[config.mk]
export PLATFORM = sky130hd
export DESIGN_NAME = decode_stage
export DESIGN_NICKNAME = d
export VERILOG_FILES = /design/src/rtl/core_pkg.sv /design/src/rtl/decode_stage.sv /design/src/rtl/cycle_accounting.sv /design/src/rtl/decode_ctrl.sv /design/src/rtl/decode_riscv.sv /design/src/rtl/entry_queue.sv
export SDC_FILE = /design/constraint.sdc
export NUM_CORES = 1
export LEC_CHECK = 0
export BUFFER_PORTS_ARGS = -buffer_cell sky130_fd_sc_hd__buf_2
export CAP_MARGIN = 20
export CELL_PAD_IN_SITES_DETAIL_PLACEMENT = 1
export CELL_PAD_IN_SITES_GLOBAL_PLACEMENT = 1
export CORE_UTILIZATION = 40
export CTS_CLUSTER_DIAMETER = 100
export DETAILED_ROUTE_END_ITERATION = 16
export PLACE_DENSITY_LB_ADDON = 0.1
export SLEW_MARGIN = 10
export SYNTH_ARGS = -nofsm -noshare
export SYNTH_HDL_FRONTEND = slang
export SYNTH_HIERARCHICAL = 1
export SYNTH_SLANG_ARGS = --single-unit
[constraint.sdc]
create_clock -name clk -period 13.2 [get_ports clk]
set_input_delay 2.64 -clock clk [delete_from_list [all_inputs] [get_ports clk]]
set_output_delay 2.64 -clock clk [all_outputs]
set_load 0.005 [all_outputs]
[src/rtl/core_pkg.sv]
package core_pkg;
	localparam int M_WIDTH = 32;
	localparam int LG_PHT_SZ = 8;
	localparam int LG_PRF_ENTRIES = 6;
	localparam int LG_ROB_ENTRIES = 5;
	localparam int FQ_DEPTH = 4;
	localparam int UQ_DEPTH = 4;
	localparam int CYCLE_W = 64;
	localparam logic [M_WIDTH-1:0] INSN_BYTES = 4; // fall-through pc step

	typedef enum logic [5:0]
	{
		II,
		NOP,
		LB,
		LH,
		LW,
		LBU,
		LHU,
		SB,
		SH,
		SW,
		ADDI,
		SLTI,
		SLTIU,
		XORI,
		ORI,
		ANDI,
		SLLI,
		SRLI,
		SRAI,
		AUIPC,
		LUI,
		ADDU,
		SUBU,
		SLL,
		SLT,
		SLTU,
		XOR,
		SRL,
		SRA,
		OR,
		AND,
		MUL,
		MULH,
		MULHSU,
		MULHU,
		DIV,
		DIVU,
		REM,
		REMU,
		BEQ,
		BNE,
		BLT,
		BGE,
		BLTU,
		BGEU,
		J,
		JAL,
		JR,
		JALR,
		RET,
		BREAK,
		MONITOR
	} opcode_t;

	typedef struct packed
	{
		opcode_t op;
		logic [LG_PRF_ENTRIES-1:0] srcA;
		logic srcA_valid;
		logic fp_srcA_valid;
		logic [LG_PRF_ENTRIES-1:0] srcB;
		logic srcB_valid;
		logic fp_srcB_valid;
		logic [LG_PRF_ENTRIES-1:0] dst;
		logic dst_valid;
		logic fp_dst_valid;
		logic [15:0] imm;
		logic [M_WIDTH-17:0] jmp_imm; // upper bits of predicted target
		logic [31:0] rvimm;
		logic [M_WIDTH-1:0] pc;
		logic serializing_op;
		logic must_restart;
		logic [LG_ROB_ENTRIES-1:0] rob_ptr;
		logic br_pred;
		logic is_br;
		logic [LG_PHT_SZ-1:0] pht_idx;
		logic is_mem;
		logic is_int;
		logic is_store;
		logic [CYCLE_W-1:0] fetch_cycle;
	} uop_t;

	typedef struct packed
	{
		logic [31:0] insn;
		logic [M_WIDTH-1:0] pc;
		logic insn_pred;
		logic [LG_PHT_SZ-1:0] pht_idx;
		logic [M_WIDTH-1:0] insn_pred_target;
		logic [CYCLE_W-1:0] fetch_cycle; // stamp at push time
	} fetch_t;
endpackage
[src/rtl/decode_stage.sv]
`timescale 1ns/100ps

module decode_stage
(
	input logic clk,
	input logic reset,
	input logic fetch_push,
	input logic [31:0] insn,
	input logic [core_pkg::M_WIDTH-1:0] pc,
	input logic insn_pred,
	input logic [core_pkg::LG_PHT_SZ-1:0] pht_idx,
	input logic [core_pkg::M_WIDTH-1:0] insn_pred_target,
	input logic uop_pop,
	input logic rob_empty,
	output logic fetch_full,
	output logic uop_valid,
	output core_pkg::uop_t uop,
	output logic redirect,
	output logic [core_pkg::M_WIDTH-1:0] redirect_pc,
	output logic [core_pkg::CYCLE_W-1:0] cycle_count,
	output logic [core_pkg::CYCLE_W-1:0] stall_count
);
	core_pkg::fetch_t fq_in;
	core_pkg::fetch_t fq_head;
	core_pkg::uop_t dec_uop;
	logic fq_empty;
	logic uq_empty;
	logic uq_full;
	logic advance;
	logic flush;
	logic stall;

	assign fq_in.insn = insn;
	assign fq_in.pc = pc;
	assign fq_in.insn_pred = insn_pred;
	assign fq_in.pht_idx = pht_idx;
	assign fq_in.insn_pred_target = insn_pred_target;
	assign fq_in.fetch_cycle = cycle_count; // stamp with current cycle

	assign uop_valid = !uq_empty;
	assign redirect_pc = fq_head.pc + core_pkg::INSN_BYTES; // restart after head

	entry_queue #(.payload_t(core_pkg::fetch_t), .DEPTH(core_pkg::FQ_DEPTH)) fq
	(
		.clk(clk),
		.reset(reset),
		.push(fetch_push),
		.pop(advance),
		.flush(flush),
		.din(fq_in),
		.dout(fq_head),
		.empty(fq_empty),
		.full(fetch_full)
	);

	decode_riscv dec
	(
		.insn(fq_head.insn),
		.pc(fq_head.pc),
		.insn_pred(fq_head.insn_pred),
		.pht_idx(fq_head.pht_idx),
		.insn_pred_target(fq_head.insn_pred_target),
		.fetch_cycle(fq_head.fetch_cycle),
		.uop(dec_uop)
	);

	decode_ctrl ctrl
	(
		.clk(clk),
		.reset(reset),
		.fq_empty(fq_empty),
		.uq_empty(uq_empty),
		.uq_full(uq_full),
		.serializing(dec_uop.serializing_op),
		.must_restart(dec_uop.must_restart),
		.rob_empty(rob_empty),
		.advance(advance),
		.flush(flush),
		.redirect(redirect),
		.stall(stall)
	);

	entry_queue #(.payload_t(core_pkg::uop_t), .DEPTH(core_pkg::UQ_DEPTH)) uq
	(
		.clk(clk),
		.reset(reset),
		.push(advance),
		.pop(uop_pop),
		.flush(1'b0),
		.din(dec_uop),
		.dout(uop),
		.empty(uq_empty),
		.full(uq_full)
	);

	cycle_accounting acct
	(
		.clk(clk),
		.reset(reset),
		.stall(stall),
		.cycle_count(cycle_count),
		.stall_count(stall_count)
	);
endmodule

[src/rtl/cycle_accounting.sv]
`timescale 1ns/100ps

module cycle_accounting
(
	input logic clk,
	input logic reset,
	input logic stall,
	output logic [core_pkg::CYCLE_W-1:0] cycle_count,
	output logic [core_pkg::CYCLE_W-1:0] stall_count
);
	always_ff @(posedge clk)
	begin
		if (reset)
		begin
			cycle_count <= '0;
			stall_count <= '0;
		end
		else
		begin
			cycle_count <= cycle_count + 1'b1; // free running
			if (stall)
				stall_count <= stall_count + 1'b1;
		end
	end
endmodule

[src/rtl/decode_ctrl.sv]
`timescale 1ns/100ps

module decode_ctrl
(
	input logic clk,
	input logic reset,
	input logic fq_empty,
	input logic uq_empty,
	input logic uq_full,
	input logic serializing,
	input logic must_restart,
	input logic rob_empty,
	output logic advance,
	output logic flush,
	output logic redirect,
	output logic stall
);
	typedef enum logic {RUN, DRAIN} state_t;

	state_t state;
	state_t next_state;

	always_comb
	begin
		next_state = state;
		advance = 1'b0;
		flush = 1'b0;
		redirect = 1'b0;
		case (state)
		RUN:
		begin
			if (!fq_empty && serializing)
				next_state = DRAIN; // hold head until machine is quiet
			else if (!fq_empty && !uq_full)
				advance = 1'b1;
		end
		default:
		begin
			if (uq_empty && rob_empty)
			begin
				advance = 1'b1;
				flush = must_restart; // drop younger fetched entries
				redirect = must_restart;
				next_state = RUN;
			end
		end
		endcase
	end

	assign stall = !fq_empty && !advance;

	always_ff @(posedge clk)
	begin
		if (reset)
			state <= RUN;
		else
			state <= next_state;
	end
endmodule

[src/rtl/decode_riscv.sv]
`timescale 1ns/100ps

module decode_riscv
(
	input logic [31:0] insn,
	input logic [core_pkg::M_WIDTH-1:0] pc,
	input logic insn_pred,
	input logic [core_pkg::LG_PHT_SZ-1:0] pht_idx,
	input logic [core_pkg::M_WIDTH-1:0] insn_pred_target,
	input logic [core_pkg::CYCLE_W-1:0] fetch_cycle,
	output core_pkg::uop_t uop
);
	wire [6:0] opcode = insn[6:0];
	wire [2:0] funct3 = insn[14:12];
	wire [6:0] funct7 = insn[31:25];
	wire [core_pkg::LG_PRF_ENTRIES-1:0] rd =
		{{(core_pkg::LG_PRF_ENTRIES-5){1'b0}}, insn[11:7]};
	wire [core_pkg::LG_PRF_ENTRIES-1:0] rs1 =
		{{(core_pkg::LG_PRF_ENTRIES-5){1'b0}}, insn[19:15]};
	wire [core_pkg::LG_PRF_ENTRIES-1:0] rs2 =
		{{(core_pkg::LG_PRF_ENTRIES-5){1'b0}}, insn[24:20]};
	wire rs1_is_link = (insn[19:15] == 5'd1) || (insn[19:15] == 5'd5); // ra or t0

	wire [31:0] imm_i = {{20{insn[31]}}, insn[31:20]};
	wire [31:0] imm_s = {{20{insn[31]}}, insn[31:25], insn[11:7]};
	wire [31:0] imm_b = {{19{insn[31]}}, insn[31], insn[7], insn[30:25], insn[11:8], 1'b0};
	wire [31:0] imm_u = {insn[31:12], 12'd0};
	wire [31:0] imm_j = {{11{insn[31]}}, insn[31], insn[19:12], insn[20], insn[30:21], 1'b0};

	logic writes_rd;

	always_comb
	begin
		uop = '0; // fp valids and rob_ptr stay zero
		uop.op = core_pkg::II;
		uop.pc = pc;
		uop.pht_idx = pht_idx;
		uop.fetch_cycle = fetch_cycle;
		writes_rd = 1'b0;
		case (opcode)
		7'h03:
		begin
			uop.dst = rd;
			uop.dst_valid = (rd != '0);
			uop.srcA = rs1;
			uop.srcA_valid = 1'b1;
			uop.is_mem = 1'b1;
			uop.rvimm = imm_i;
			writes_rd = 1'b1;
			case (funct3)
			3'd0: uop.op = core_pkg::LB;
			3'd1: uop.op = core_pkg::LH;
			3'd2: uop.op = core_pkg::LW;
			3'd4: uop.op = core_pkg::LBU;
			3'd5: uop.op = core_pkg::LHU;
			default: uop.op = core_pkg::II;
			endcase
		end
		7'h0f: uop.op = core_pkg::NOP; // fence
		7'h13:
		begin
			uop.dst = rd;
			uop.dst_valid = (rd != '0);
			uop.srcA = rs1;
			uop.srcA_valid = 1'b1;
			uop.is_int = 1'b1;
			uop.rvimm = imm_i;
			writes_rd = 1'b1;
			case (funct3)
			3'd0: uop.op = core_pkg::ADDI;
			3'd1: uop.op = (funct7 == 7'h00) ? core_pkg::SLLI : core_pkg::II;
			3'd2: uop.op = core_pkg::SLTI;
			3'd3: uop.op = core_pkg::SLTIU;
			3'd4: uop.op = core_pkg::XORI;
			3'd5:
			begin
				if (funct7 == 7'h00)
					uop.op = core_pkg::SRLI;
				else if (funct7 == 7'h20)
					uop.op = core_pkg::SRAI;
			end
			3'd6: uop.op = core_pkg::ORI;
			default: uop.op = core_pkg::ANDI;
			endcase
		end
		7'h17, 7'h37:
		begin
			uop.op = insn[5] ? core_pkg::LUI : core_pkg::AUIPC;
			uop.dst = rd;
			uop.dst_valid = (rd != '0);
			uop.is_int = 1'b1;
			uop.rvimm = imm_u;
			writes_rd = 1'b1;
		end
		7'h23:
		begin
			uop.srcA = rs1;
			uop.srcA_valid = 1'b1;
			uop.srcB = rs2;
			uop.srcB_valid = 1'b1;
			uop.is_mem = 1'b1;
			uop.is_store = 1'b1;
			uop.rvimm = imm_s;
			case (funct3)
			3'd0: uop.op = core_pkg::SB;
			3'd1: uop.op = core_pkg::SH;
			3'd2: uop.op = core_pkg::SW;
			default: uop.op = core_pkg::II;
			endcase
		end
		7'h33:
		begin
			uop.dst = rd;
			uop.dst_valid = (rd != '0);
			uop.srcA = rs1;
			uop.srcA_valid = 1'b1;
			uop.srcB = rs2;
			uop.srcB_valid = 1'b1;
			uop.is_int = 1'b1;
			writes_rd = 1'b1;
			case ({funct7, funct3})
			{7'h00, 3'd0}: uop.op = core_pkg::ADDU;
			{7'h20, 3'd0}: uop.op = core_pkg::SUBU;
			{7'h00, 3'd1}: uop.op = core_pkg::SLL;
			{7'h00, 3'd2}: uop.op = core_pkg::SLT;
			{7'h00, 3'd3}: uop.op = core_pkg::SLTU;
			{7'h00, 3'd4}: uop.op = core_pkg::XOR;
			{7'h00, 3'd5}: uop.op = core_pkg::SRL;
			{7'h20, 3'd5}: uop.op = core_pkg::SRA;
			{7'h00, 3'd6}: uop.op = core_pkg::OR;
			{7'h00, 3'd7}: uop.op = core_pkg::AND;
			{7'h01, 3'd0}: uop.op = core_pkg::MUL;
			{7'h01, 3'd1}: uop.op = core_pkg::MULH;
			{7'h01, 3'd2}: uop.op = core_pkg::MULHSU;
			{7'h01, 3'd3}: uop.op = core_pkg::MULHU;
			{7'h01, 3'd4}: uop.op = core_pkg::DIV;
			{7'h01, 3'd5}: uop.op = core_pkg::DIVU;
			{7'h01, 3'd6}: uop.op = core_pkg::REM;
			{7'h01, 3'd7}: uop.op = core_pkg::REMU;
			default: uop.op = core_pkg::II;
			endcase
		end
		7'h63:
		begin
			uop.srcA = rs1;
			uop.srcA_valid = 1'b1;
			uop.srcB = rs2;
			uop.srcB_valid = 1'b1;
			uop.is_int = 1'b1;
			uop.is_br = 1'b1;
			uop.br_pred = insn_pred; // direction from fetch predictor
			uop.rvimm = imm_b;
			case (funct3)
			3'd0: uop.op = core_pkg::BEQ;
			3'd1: uop.op = core_pkg::BNE;
			3'd4: uop.op = core_pkg::BLT;
			3'd5: uop.op = core_pkg::BGE;
			3'd6: uop.op = core_pkg::BLTU;
			3'd7: uop.op = core_pkg::BGEU;
			default: uop.op = core_pkg::II;
			endcase
		end
		7'h67:
		begin
			uop.srcA = rs1;
			uop.srcA_valid = 1'b1;
			uop.dst = rd;
			uop.dst_valid = (rd != '0);
			uop.is_int = 1'b1;
			uop.is_br = 1'b1;
			uop.br_pred = 1'b1;
			uop.rvimm = imm_i;
			uop.imm = insn_pred_target[15:0]; // predicted target split over imm fields
			uop.jmp_imm = insn_pred_target[core_pkg::M_WIDTH-1:16];
			if (rd != '0)
				uop.op = core_pkg::JALR;
			else
				uop.op = rs1_is_link ? core_pkg::RET : core_pkg::JR;
		end
		7'h6f:
		begin
			uop.op = (rd == '0) ? core_pkg::J : core_pkg::JAL;
			uop.dst = rd;
			uop.dst_valid = (rd != '0);
			uop.is_int = 1'b1;
			uop.is_br = 1'b1;
			uop.br_pred = 1'b1;
			uop.rvimm = imm_j;
		end
		7'h73:
		begin
			uop.is_int = 1'b1;
			uop.op = core_pkg::NOP; // other system ops ignored
			if (insn[31:7] == '0)
			begin
				uop.op = core_pkg::BREAK;
				uop.serializing_op = 1'b1;
			end
			else if (insn[31:20] == 12'd1 && insn[19:7] == '0)
			begin
				uop.op = core_pkg::MONITOR;
				uop.serializing_op = 1'b1;
				uop.must_restart = 1'b1;
			end
		end
		default: uop.op = core_pkg::II;
		endcase
		if (writes_rd && rd == '0 && uop.op != core_pkg::II)
			uop.op = core_pkg::NOP; // result to x0 is dropped
	end
endmodule

[src/rtl/entry_queue.sv]
`timescale 1ns/100ps

module entry_queue
#(
	parameter type payload_t = logic,
	parameter int DEPTH = 4
)
(
	input logic clk,
	input logic reset,
	input logic push,
	input logic pop,
	input logic flush,
	input payload_t din,
	output payload_t dout,
	output logic empty,
	output logic full
);
	payload_t mem [DEPTH];
	logic [$clog2(DEPTH)-1:0] rd_ptr;
	logic [$clog2(DEPTH)-1:0] wr_ptr;
	logic [$clog2(DEPTH+1)-1:0] count;

	wire do_push = push && !full && !flush; // flush wins over push
	wire do_pop = pop && !empty && !flush;

	assign dout = mem[rd_ptr];
	assign empty = (count == '0);
	assign full = (count == DEPTH);

	always_ff @(posedge clk)
	begin
		if (do_push)
			mem[wr_ptr] <= din;
	end

	always_ff @(posedge clk)
	begin
		if (reset || flush)
		begin
			rd_ptr <= '0;
			wr_ptr <= '0;
			count <= '0;
		end
		else
		begin
			if (do_push)
				wr_ptr <= (wr_ptr == DEPTH-1) ? '0 : wr_ptr + 1'b1;
			if (do_pop)
				rd_ptr <= (rd_ptr == DEPTH-1) ? '0 : rd_ptr + 1'b1;
			case ({do_push, do_pop})
			2'b10: count <= count + 1'b1;
			2'b01: count <= count - 1'b1;
			default: count <= count; // both or neither
			endcase
		end
	end
endmodule

Word-level counts from Yosys, hierarchy flattened --
Memory sizes are Yosys's and may differ from the RTL's. A register that Yosys moved wholly into a read port is not among the register bits. Index checks and enable logic that the tools add are counted.
Word-level totals: memories kept 2, bits in read-only memories 0, bits in latches 0, register bits after elaboration 143, bits of input ports 110, output and inout bits 373, memory bits (writable) 1472
Memory list:
- uq.mem | depth 4, width 199, rd ports 1, clocked after memory_dff 1, wr ports 1, line entry_queue.sv:19 | payload_t mem [DEPTH];
- fq.mem | depth 4, width 169, rd ports 1, clocked after memory_dff 1, wr ports 1, line entry_queue.sv:19
Cells by class: $lt $le $gt $ge 0, eq/ne operators 49, bitwise gates (word level) 0, multiply operators 0, add/subtract/negate cells 11, divide/modulo/power cells 0, shifts and indexed selects 0, multiplexer cells 53, reduce and logical (&&, ||, !) cells 42
Operators by type and width (number):
- case mux 32 bit (5 select lines) | 1
- adder 64 x 1 -> 64 bit (second input constant) | 2
- case mux 6 bit (18 select lines) | 1
- equality test 10 x 4 -> 1 bit (second input constant) | 8
- case mux 6 bit (10 select lines) | 1
- two-way mux 6 bit | 7
- case mux 6 bit (7 select lines) | 1
- equality test 10 x 3 -> 1 bit (second input constant) | 4
- case mux 6 bit (6 select lines) | 1
- adder 32 x 3 -> 32 bit (second input constant) | 1
- two-way mux 32 bit | 1
- equality test 7 x 6 -> 1 bit (second input constant) | 4
- equality test 7 bit (second input constant) | 4
- zero test 25 bit | 1
- two-way mux 2 bit | 11
- equality test 10 x 2 -> 1 bit (second input constant) | 2
- equality test 10 x 9 -> 1 bit (second input constant) | 2
- two-way mux 5 bit | 4
- two-way mux 1 bit | 19
- equality test 3 bit (second input constant) | 6
- case mux 3 bit (5 select lines) | 1
- equality test 7 x 5 -> 1 bit (second input constant) | 2
- logical AND 1 bit | 13
- zero test 13 bit | 1
- 31 further kinds | 57

Depth between registers and ports, before layout --
Gate-level depths: netlist (run 1).
word-level depth 12, depth in mapped cells 20, mapped depth without buffers 17

Hierarchy --
The synthesis (run 1) kept the hierarchy.
Modules (own cells, without submodules):
- entry_queue at uq | area an instance 31016.0 um^2, sequential area each 25404.4 um^2, instances 1, cells an instance 1151
- entry_queue at fq | area an instance 24867.6 um^2, sequential area each 20479.6 um^2, instances 1, cells an instance 937
- cycle_accounting | area an instance 6037.0 um^2, sequential area each 2562.5 um^2, instances 1, cells an instance 724
- decode_riscv | area an instance 2552.4 um^2, sequential area each 0.0 um^2, instances 1, cells an instance 388
- decode_stage | area an instance 573.0 um^2, sequential area each 0.0 um^2, instances 1, cells an instance 83
- decode_ctrl | area an instance 91.3 um^2, sequential area each 20.0 um^2, instances 1, cells an instance 11

Worst setup path before layout (run 1) --
Ideal clock, no wire load.
path type input -> register, from input rob_empty, to memory uq/mem[0][0] in the netlist's numbering, enable pin, stages 4, setup time 0.597 ns, data arrival time 8.044 ns, setup slack 4.559 ns, cell sequence nand3_1 -> o41ai_1 -> nor3b_2 -> and2_1
On the way: cells in the longest elaborated chain, start to end 6
RTL lines:
- from (decl) | line decode_stage.sv:14 | input logic rob_empty,
- logical AND 1 bit | line decode_ctrl.sv:39 | if (uq_empty && rob_empty)
- two-way mux 1 bit | line decode_ctrl.sv:39
- two-way mux 1 bit | line decode_ctrl.sv:29 | case (state)
- named net advance | line decode_stage.sv:29 | logic advance;
- logical AND 1 bit | line entry_queue.sv:24 | wire do_push = push && !full && !flush;
- two-way mux 1 bit | line entry_queue.sv:33 | if (do_push)
- two-way mux 1 bit (not written as such) | line entry_queue.sv:34 | mem[wr_ptr] <= din;
- to (decl) | line entry_queue.sv:19
The timed path passes the listed nets, and every way through them passes these cells.

==> results.ini, run 1 <==
[worst_setup_path]
ff2ff_setup_slack_ps=6120
worst-path-max-fanout=32
worst_setup_path_end_kind=primary output
critical_path_startpoint_category=register
rr_endpoint=uq/mem[1][173]$_DFFE_PP_
critical_path_arrival_ps=5350
r2r_cell_count=11
path_class=register to primary output
worst_ep_required_time_ps=10560

[route]
detail-route-antenna-nets=0
drt-initial-drc-count=1845
detailedRoute.firstPassIterationCount=5
via_count=32670
routed_wirelength_mm=164.5
detail_route.drc_violations=0
routedWlPerCell_um=27.05
vias_per_cell=5.373

[clock_tree]
clk-insertion-delay-late_ps=810
cts.htree.levels=4
cts_buffers=177
clkTransAtPathRegs_ps=60
post_cts_resized=0
ctsLongestPathBuffers=3
tritoncts=built
post-cts-setup-buffers=0
cts_root_buffer=clkbuf_16
hold_fix_buffers_at_cts=0
clkSinkCount=1663

[logic_synthesis]
yosysWarnings=6
yosysTopAreaCellShare=0.6989
synth_area_leader_cell=edfxtp_1
synth_edf_count=1516
synth-seq-cells=1663
synth.cell_area_sq_um=65140
post_synth_main_area_contributors=edfxtp_1, mux4_2, dfxtp_1
post_synth_inst_count=3294
ys_seq_area_frac=0.7441
yosysUniqueCellTypes=86
syn-mean-instance-area_sq_um=19.77
ys_dominant_reg_cell=edfxtp_1
synth-async-reset-ratio=0

[sta]
maxSlewHeadroom=0.2705
period_share=0.6050
timing_hold_violations_final=0
minimum_clock_period_after_layout_ps=7987
setup_total_negative_slack_ps=0
fin_skew_ps=27.93
rsz0062_at_grt=false
hold_slack_ps=497.6
fmaxAchievable_mhz=125.2
setup_ws_ps=5213
transition_at_the_pin_with_the_smallest_max_transition_slack_ps=1092
slew_violations=0
number_of_endpoints_failing_setup_at_the_final_stage=0

[global_routing]
grt_pass1_wl_mm=241.3
gr-usage-all-layers=0.2013
antenna_found_initial=44
grt_max_degree=122
globalRoute.totalOverflow=0
vias_in_the_first_global_route=35460

[cells_and_area]
syn_to_final_growth_pct=14.57
layout-drive-gt1-share=0.3111
sequential_cell_area_sq_um=48480
layout_commonest_cell=edfxtp_1
num-nets-final=3888
final_cell_mix=edfxtp_1, buf_2, mux4_2
filler_cell_count=15070
multi_input_comb_area_sq_um=14650
design_area_sq_um=74630

[die]
design.portCount=483
std_cell_rows=147
die-height_um=405.5
die_area_sq_um=164500
core_sq_um=161100
start_util=0.4043
die_x_um=405.5

[placed_design]
pre_cts_ws_ps=5933
place.gp.congestion=0.8466
detailed_place_hpwl_mm=104.5
placed_area_sq_um=68790
port_buffers=482

[hold_path]
hold_start=uq/rd_ptr[1]$_SDFFE_PP0P_
worstHoldPathCells=2
worst_hold_path_type=register to register

[power_and_ir_drop]
leakagePower_uw=0.02466
worst_ir_drop_vdd_mv=0.1373
pwr_density_nw_per_um2=178.6

[flow_run]
drv.max_cap_violation_count=0

[status]
run_status=complete, no violations

[area by class of cell]
cell class	count	share of cell area
clock buffer	225	0.06299
clock inverter	105	0.01485
inverter	41	0.002079
antenna	8	0.0002683
multi-input combinational	1354	0.1963
sequential	1663	0.6497
timing repair buffer	524	0.03759
tap	2160	0.03621
[cell usage after synthesis, types with 11 or more instances]
master and n:
buf_4 117, buf_12 22, buf_2 45, o31ai_1 11, edfxtp_1 1516, and4_1 12
or4_1 15, or3_1 48, a21o_1 19, o21ai_0 58, ha_1 15, nor4_1 16
nor3_1 38, a21oi_1 71, xor2_1 56, nand2_1 85, nand4_1 69, xnor2_1 46
nor2_1 128, buf_6 17, nor2b_1 17, inv_1 39, and3_1 54, mux4_2 379
nand3_1 66, and2_1 22, clkbuf_1 45, dfxtp_1 147
[cells by family after synthesis]
family	Yosys count	share of synthesized area
DFF	1663	0.7441
and+or+nand+nor	631	0.05530
muxes	389	0.1326
buffers and inverters	291	0.03231
AOI/OAI and AO/OA	198	0.01827
xor gates and xnor gates	102	0.01371
adders and majority gates	18	0.003650
other	2	0.0001153
[report_power, final]
part | total [uW] | switching [uW] | internal (uW) | leakage [uW]
registers | 6490 | 118 | 6380 | 0.0154
clock network | 4910 | 2060 | 2850 | 0.00282
logic | 1920 | 1190 | 735 | 0.00645
total | 13300 | 3370 | 9960 | 0.0247
[state kept, by name, summed over array words and instances (netlist names), named ones only]
signal	cells
uq/rd_ptr	2
uq/count	3
fq/mem	676
uq/wr_ptr	2
fq/count	3
fq/rd_ptr	2
ctrl/state	1
fq/wr_ptr	2
acct/stall_count	64
uq/mem	840
acct/cycle_count	64
[per-stage QoR]
stage / util / power [uW] / std cells
after floorplan: - / 7998 / 3308
after global placement: 0.4269 / 8504 / 5741
after detailed placement: 0.4269 / 8588 / 5741
after CTS: 0.4630 / 13530 / 6071
after global routing: 0.4631 / 13840 / 6073
final: 0.4632 / 13330 / 6080
[how the worst max path moves through the flow]
stage | endpoint
floorplan | uq/mem[0][0]$_DFFE_PP_
global placement | redirect
detailed placement | uq/mem[1][161]$_DFFE_PP_
CTS | redirect
global route | redirect
finish | redirect
[worst max-delay path, stage by stage (launching register included)]
cell,delay [ps]
dfxtp_4,760
buf_4,760
mux4_2,830
nor2_1,270
nand4_1,180
or4_4,540
clkinv_2,210
and2_2,240
inv_1,50
nor2_1,440
buf_2,210
[routing by layer]
layer,wire (um),vias up,GRT usage
li1,-,14250,-
met1,64850,17360,0.2484
met2,84850,803,0.3515
met3,11510,242,0.05278
met4,3155,20,0.04833
met5,121,-,0
Power figures use the tool's default switching activity.
==> run 2: changes to the inputs <==
==> constraint.sdc (replaced) <==
create_clock -name clk -period 7.5 [get_ports clk]
set_input_delay 1.5 -clock clk [delete_from_list [all_inputs] [get_ports clk]]
set_output_delay 1.5 -clock clk [all_outputs]
set_load 0.005 [all_outputs]
==> run 2 against run 1 <==
Compared with the run above:
- sequential share of layout area is 0.12 points lower
- combinational power is 82% higher
- sequential power grew 76%
- via count rose by 0.32%
- power grew 75%
- register-to-register slack worse by 4500 ps
- core utilization is 0.089 points higher
==> results.ini, run 2 (synthesis gave the netlist of run 1 again) <==
[clock_tree]
clk-insertion-delay-late_ps=800  ; was 810 ps
cts_buffers=177  ; unchanged
ctsLongestPathBuffers=3  ; unchanged
tritoncts=built  ; unchanged
cts.htree.levels=4  ; unchanged
hold_fix_buffers_at_cts=0  ; unchanged
cts_root_buffer=clkbuf_16  ; unchanged
clkSinkCount=1663  ; unchanged
post_cts_resized=0  ; unchanged
clkTransAtPathRegs_ps=60  ; about the same
post-cts-setup-buffers=0  ; unchanged

[sta]
transition_at_the_pin_with_the_smallest_max_transition_slack_ps=1090  ; was 1092 ps
timing_hold_violations_final=0  ; unchanged
hold_slack_ps=483.3  ; was 497.6 ps
number_of_endpoints_failing_setup_at_the_final_stage=0  ; unchanged
slew_violations=0  ; unchanged
fmaxAchievable_mhz=158.8
setup_total_negative_slack_ps=0  ; unchanged
fin_skew_ps=30.12  ; was 27.93 ps
minimum_clock_period_after_layout_ps=6298
period_share=0.8397
rsz0062_at_grt=false  ; unchanged
maxSlewHeadroom=0.2668  ; was 0.2705

[cells_and_area]
syn_to_final_growth_pct=14.79  ; was 14.57%
design_area_sq_um=74770  ; was 74,630 sq um
top_regs=uq/mem (840), fq/mem (676)  ; unchanged
largest_register_ffs=840  ; unchanged
layout-drive-gt1-share=0.3112  ; was 0.3111
filler_cell_count=15050  ; was 15,070
largest_register=uq/mem  ; unchanged
layout_commonest_cell=edfxtp_1  ; unchanged
num-nets-final=3908  ; was 3,888
final_cell_mix=edfxtp_1, buf_2, mux4_2  ; unchanged

[die]
std_cell_rows=147  ; unchanged
die_x_um=405.5  ; unchanged
die-height_um=405.5  ; unchanged
start_util=0.4043  ; unchanged
core_sq_um=161100  ; unchanged
die_area_sq_um=164500  ; unchanged
design.portCount=483  ; unchanged

[placed_design]
place.gp.congestion=0.8184  ; was 0.8466
port_buffers=482  ; unchanged
placed_area_sq_um=69130  ; was 68,790 sq um
detailed_place_hpwl_mm=109.4  ; was 104.5 mm

[route]
detail_route.drc_violations=0  ; unchanged
detail-route-antenna-nets=0  ; unchanged
drt-initial-drc-count=1977  ; was 1,845
detailedRoute.firstPassIterationCount=5  ; unchanged
routed_wirelength_mm=166.9  ; was 164.5 mm
vias_per_cell=5.373  ; about the same
via_count=32770  ; was 32,670
routedWlPerCell_um=27.36  ; was 27.05 um

[worst_setup_path]
critPathBufInv=4  ; unchanged
worst_path_dominant_cell_family=simple AND/OR/NAND/NOR gates  ; unchanged
cp_slowest_cell=mux4_2  ; unchanged
critical_path_startpoint_category=register  ; unchanged
critical_path_arrival_ps=4800  ; was 5350 ps
path_class=register to primary output  ; unchanged
worst_ep_required_time_ps=6000  ; was 10,560 ps
worst_setup_path_end_kind=primary output  ; unchanged
crit_top_cell=nor2_1  ; unchanged
critical_path.max_stage_delay_ps=790  ; was 830 ps
worst-path-max-fanout=45  ; was 32
worstPathCellList=buf_12, mux4_2, nor2_1, nand4_1, or4_4, clkinv_2, and2_2, inv_1, nor2_1, buf_2  ; was buf_4, mux4_2, nor2_1, nand4_1, or4_4, clkinv_2, and2_2, inv_1, nor2_1, buf_2

[global_routing]
vias_in_the_first_global_route=35170  ; was 35,460
gr-usage-all-layers=0.2036  ; was 0.2013
antenna_found_initial=41  ; was 44
grt_max_degree=112  ; was 122
grt_pass1_wl_mm=243.7  ; was 241.3 mm
globalRoute.totalOverflow=0  ; unchanged

[power_and_ir_drop]
leakagePower_uw=0.02472  ; was 0.02466 uW
pwr_density_nw_per_um2=312.1  ; was 178.6 nW/um^2
worst_ir_drop_vdd_mv=0.2331  ; was 0.1373 mV

[flow_run]
drv.max_cap_violation_count=0  ; unchanged

[status]
run_status=complete, no violations  ; unchanged

[hold_path]
worst_hold_path_type=register to register  ; unchanged

[run 2: cell count changes in the layout (fill, tap and decap cells not counted), moves of 3 or more]
| cell | change |
|---|---|
| buf_12 | +14 |
| clkbuf_1 | +9 |
| buf_4 | +5 |
| bufinv_16 | -5 |
| clkbuf_16 | +4 |
| clkinv_1 | +3 |
| clkinv_16 | -3 |
| clkinv_8 | -3 |
[run 2: through the flow]
| stage | instances | total power, uW | util | setup slack (ps) |
|---|---|---|---|---|
| finish | 6100 | 23330 | 0.4641 | 1202 |
| global route | 6090 | 24220 | 0.4639 | 847.5 |
| floorplan | 3308 | 14020 | - | 411.7 |
| detailed placement | 5762 | 15220 | 0.4291 | 1592 |
| global placement | 5761 | 15080 | 0.4290 | 1711 |
| CTS | 6090 | 23680 | 0.4639 | 1073 |
[run 2: layer usage]
| metal | GRT usage | vias to the layer above | share of wire |
|---|---|---|---|
| met5 | 0 | - | 0.00099 |
| met4 | 0.05065 | 24 | 0.020 |
| met3 | 0.04604 | 240 | 0.067 |
| met2 | 0.3373 | 797 | 0.49 |
| met1 | 0.2721 | 17430 | 0.42 |
| li1 | - | 14280 | - |
[run 2: cell type report]
class / instances / area, sq um / share of cell area
tap: 2160 / 2703 / 0.03615
multi-input combinational: 1354 / 14650 / 0.1960
clock buffer: 236 / 4807 / 0.06429
clock inverter: 92 / 807.0 / 0.01079
inverter: 41 / 155.1 / 0.002075
antenna: 10 / 25.02 / 0.0003347
sequential: 1663 / 48480 / 0.6484
timing repair buffer: 544 / 3138 / 0.04197
[run 2: worst reg2reg max path, stage by stage (launching register included)]
cell      delay, ps
dfxtp_4         680
buf_12          420
mux4_2          820
nor2_1          280
nand4_1         180
or4_4           530
clkinv_2        200
o311a_2         380
nand3_1         240
nor3_1          400
nand4_1         740
or4_1           740
a21oi_1         160
[run 2: report_power, final]
part | internal, uW | leakage [uW] | switching [uW]
sequential | 11200 | 0.0154 | 198
clock | 4880 | 0.00274 | 3550
combinational | 1340 | 0.00660 | 2160
total | 17400 | 0.0247 | 5900
[run 2: worst paths after layout]
path	cells past startpoint	to	from	slack, ps
worst max-delay path	10	redirect	register	1200
worst min-delay path	2	register	uq/rd_ptr[1]$_SDFFE_PP0P_	480
worst max register to register	12	acct/stall_count[57]$_SDFFE_PP0P_	register	1650
worst min register to register	2	register	uq/rd_ptr[1]$_SDFFE_PP0P_	480
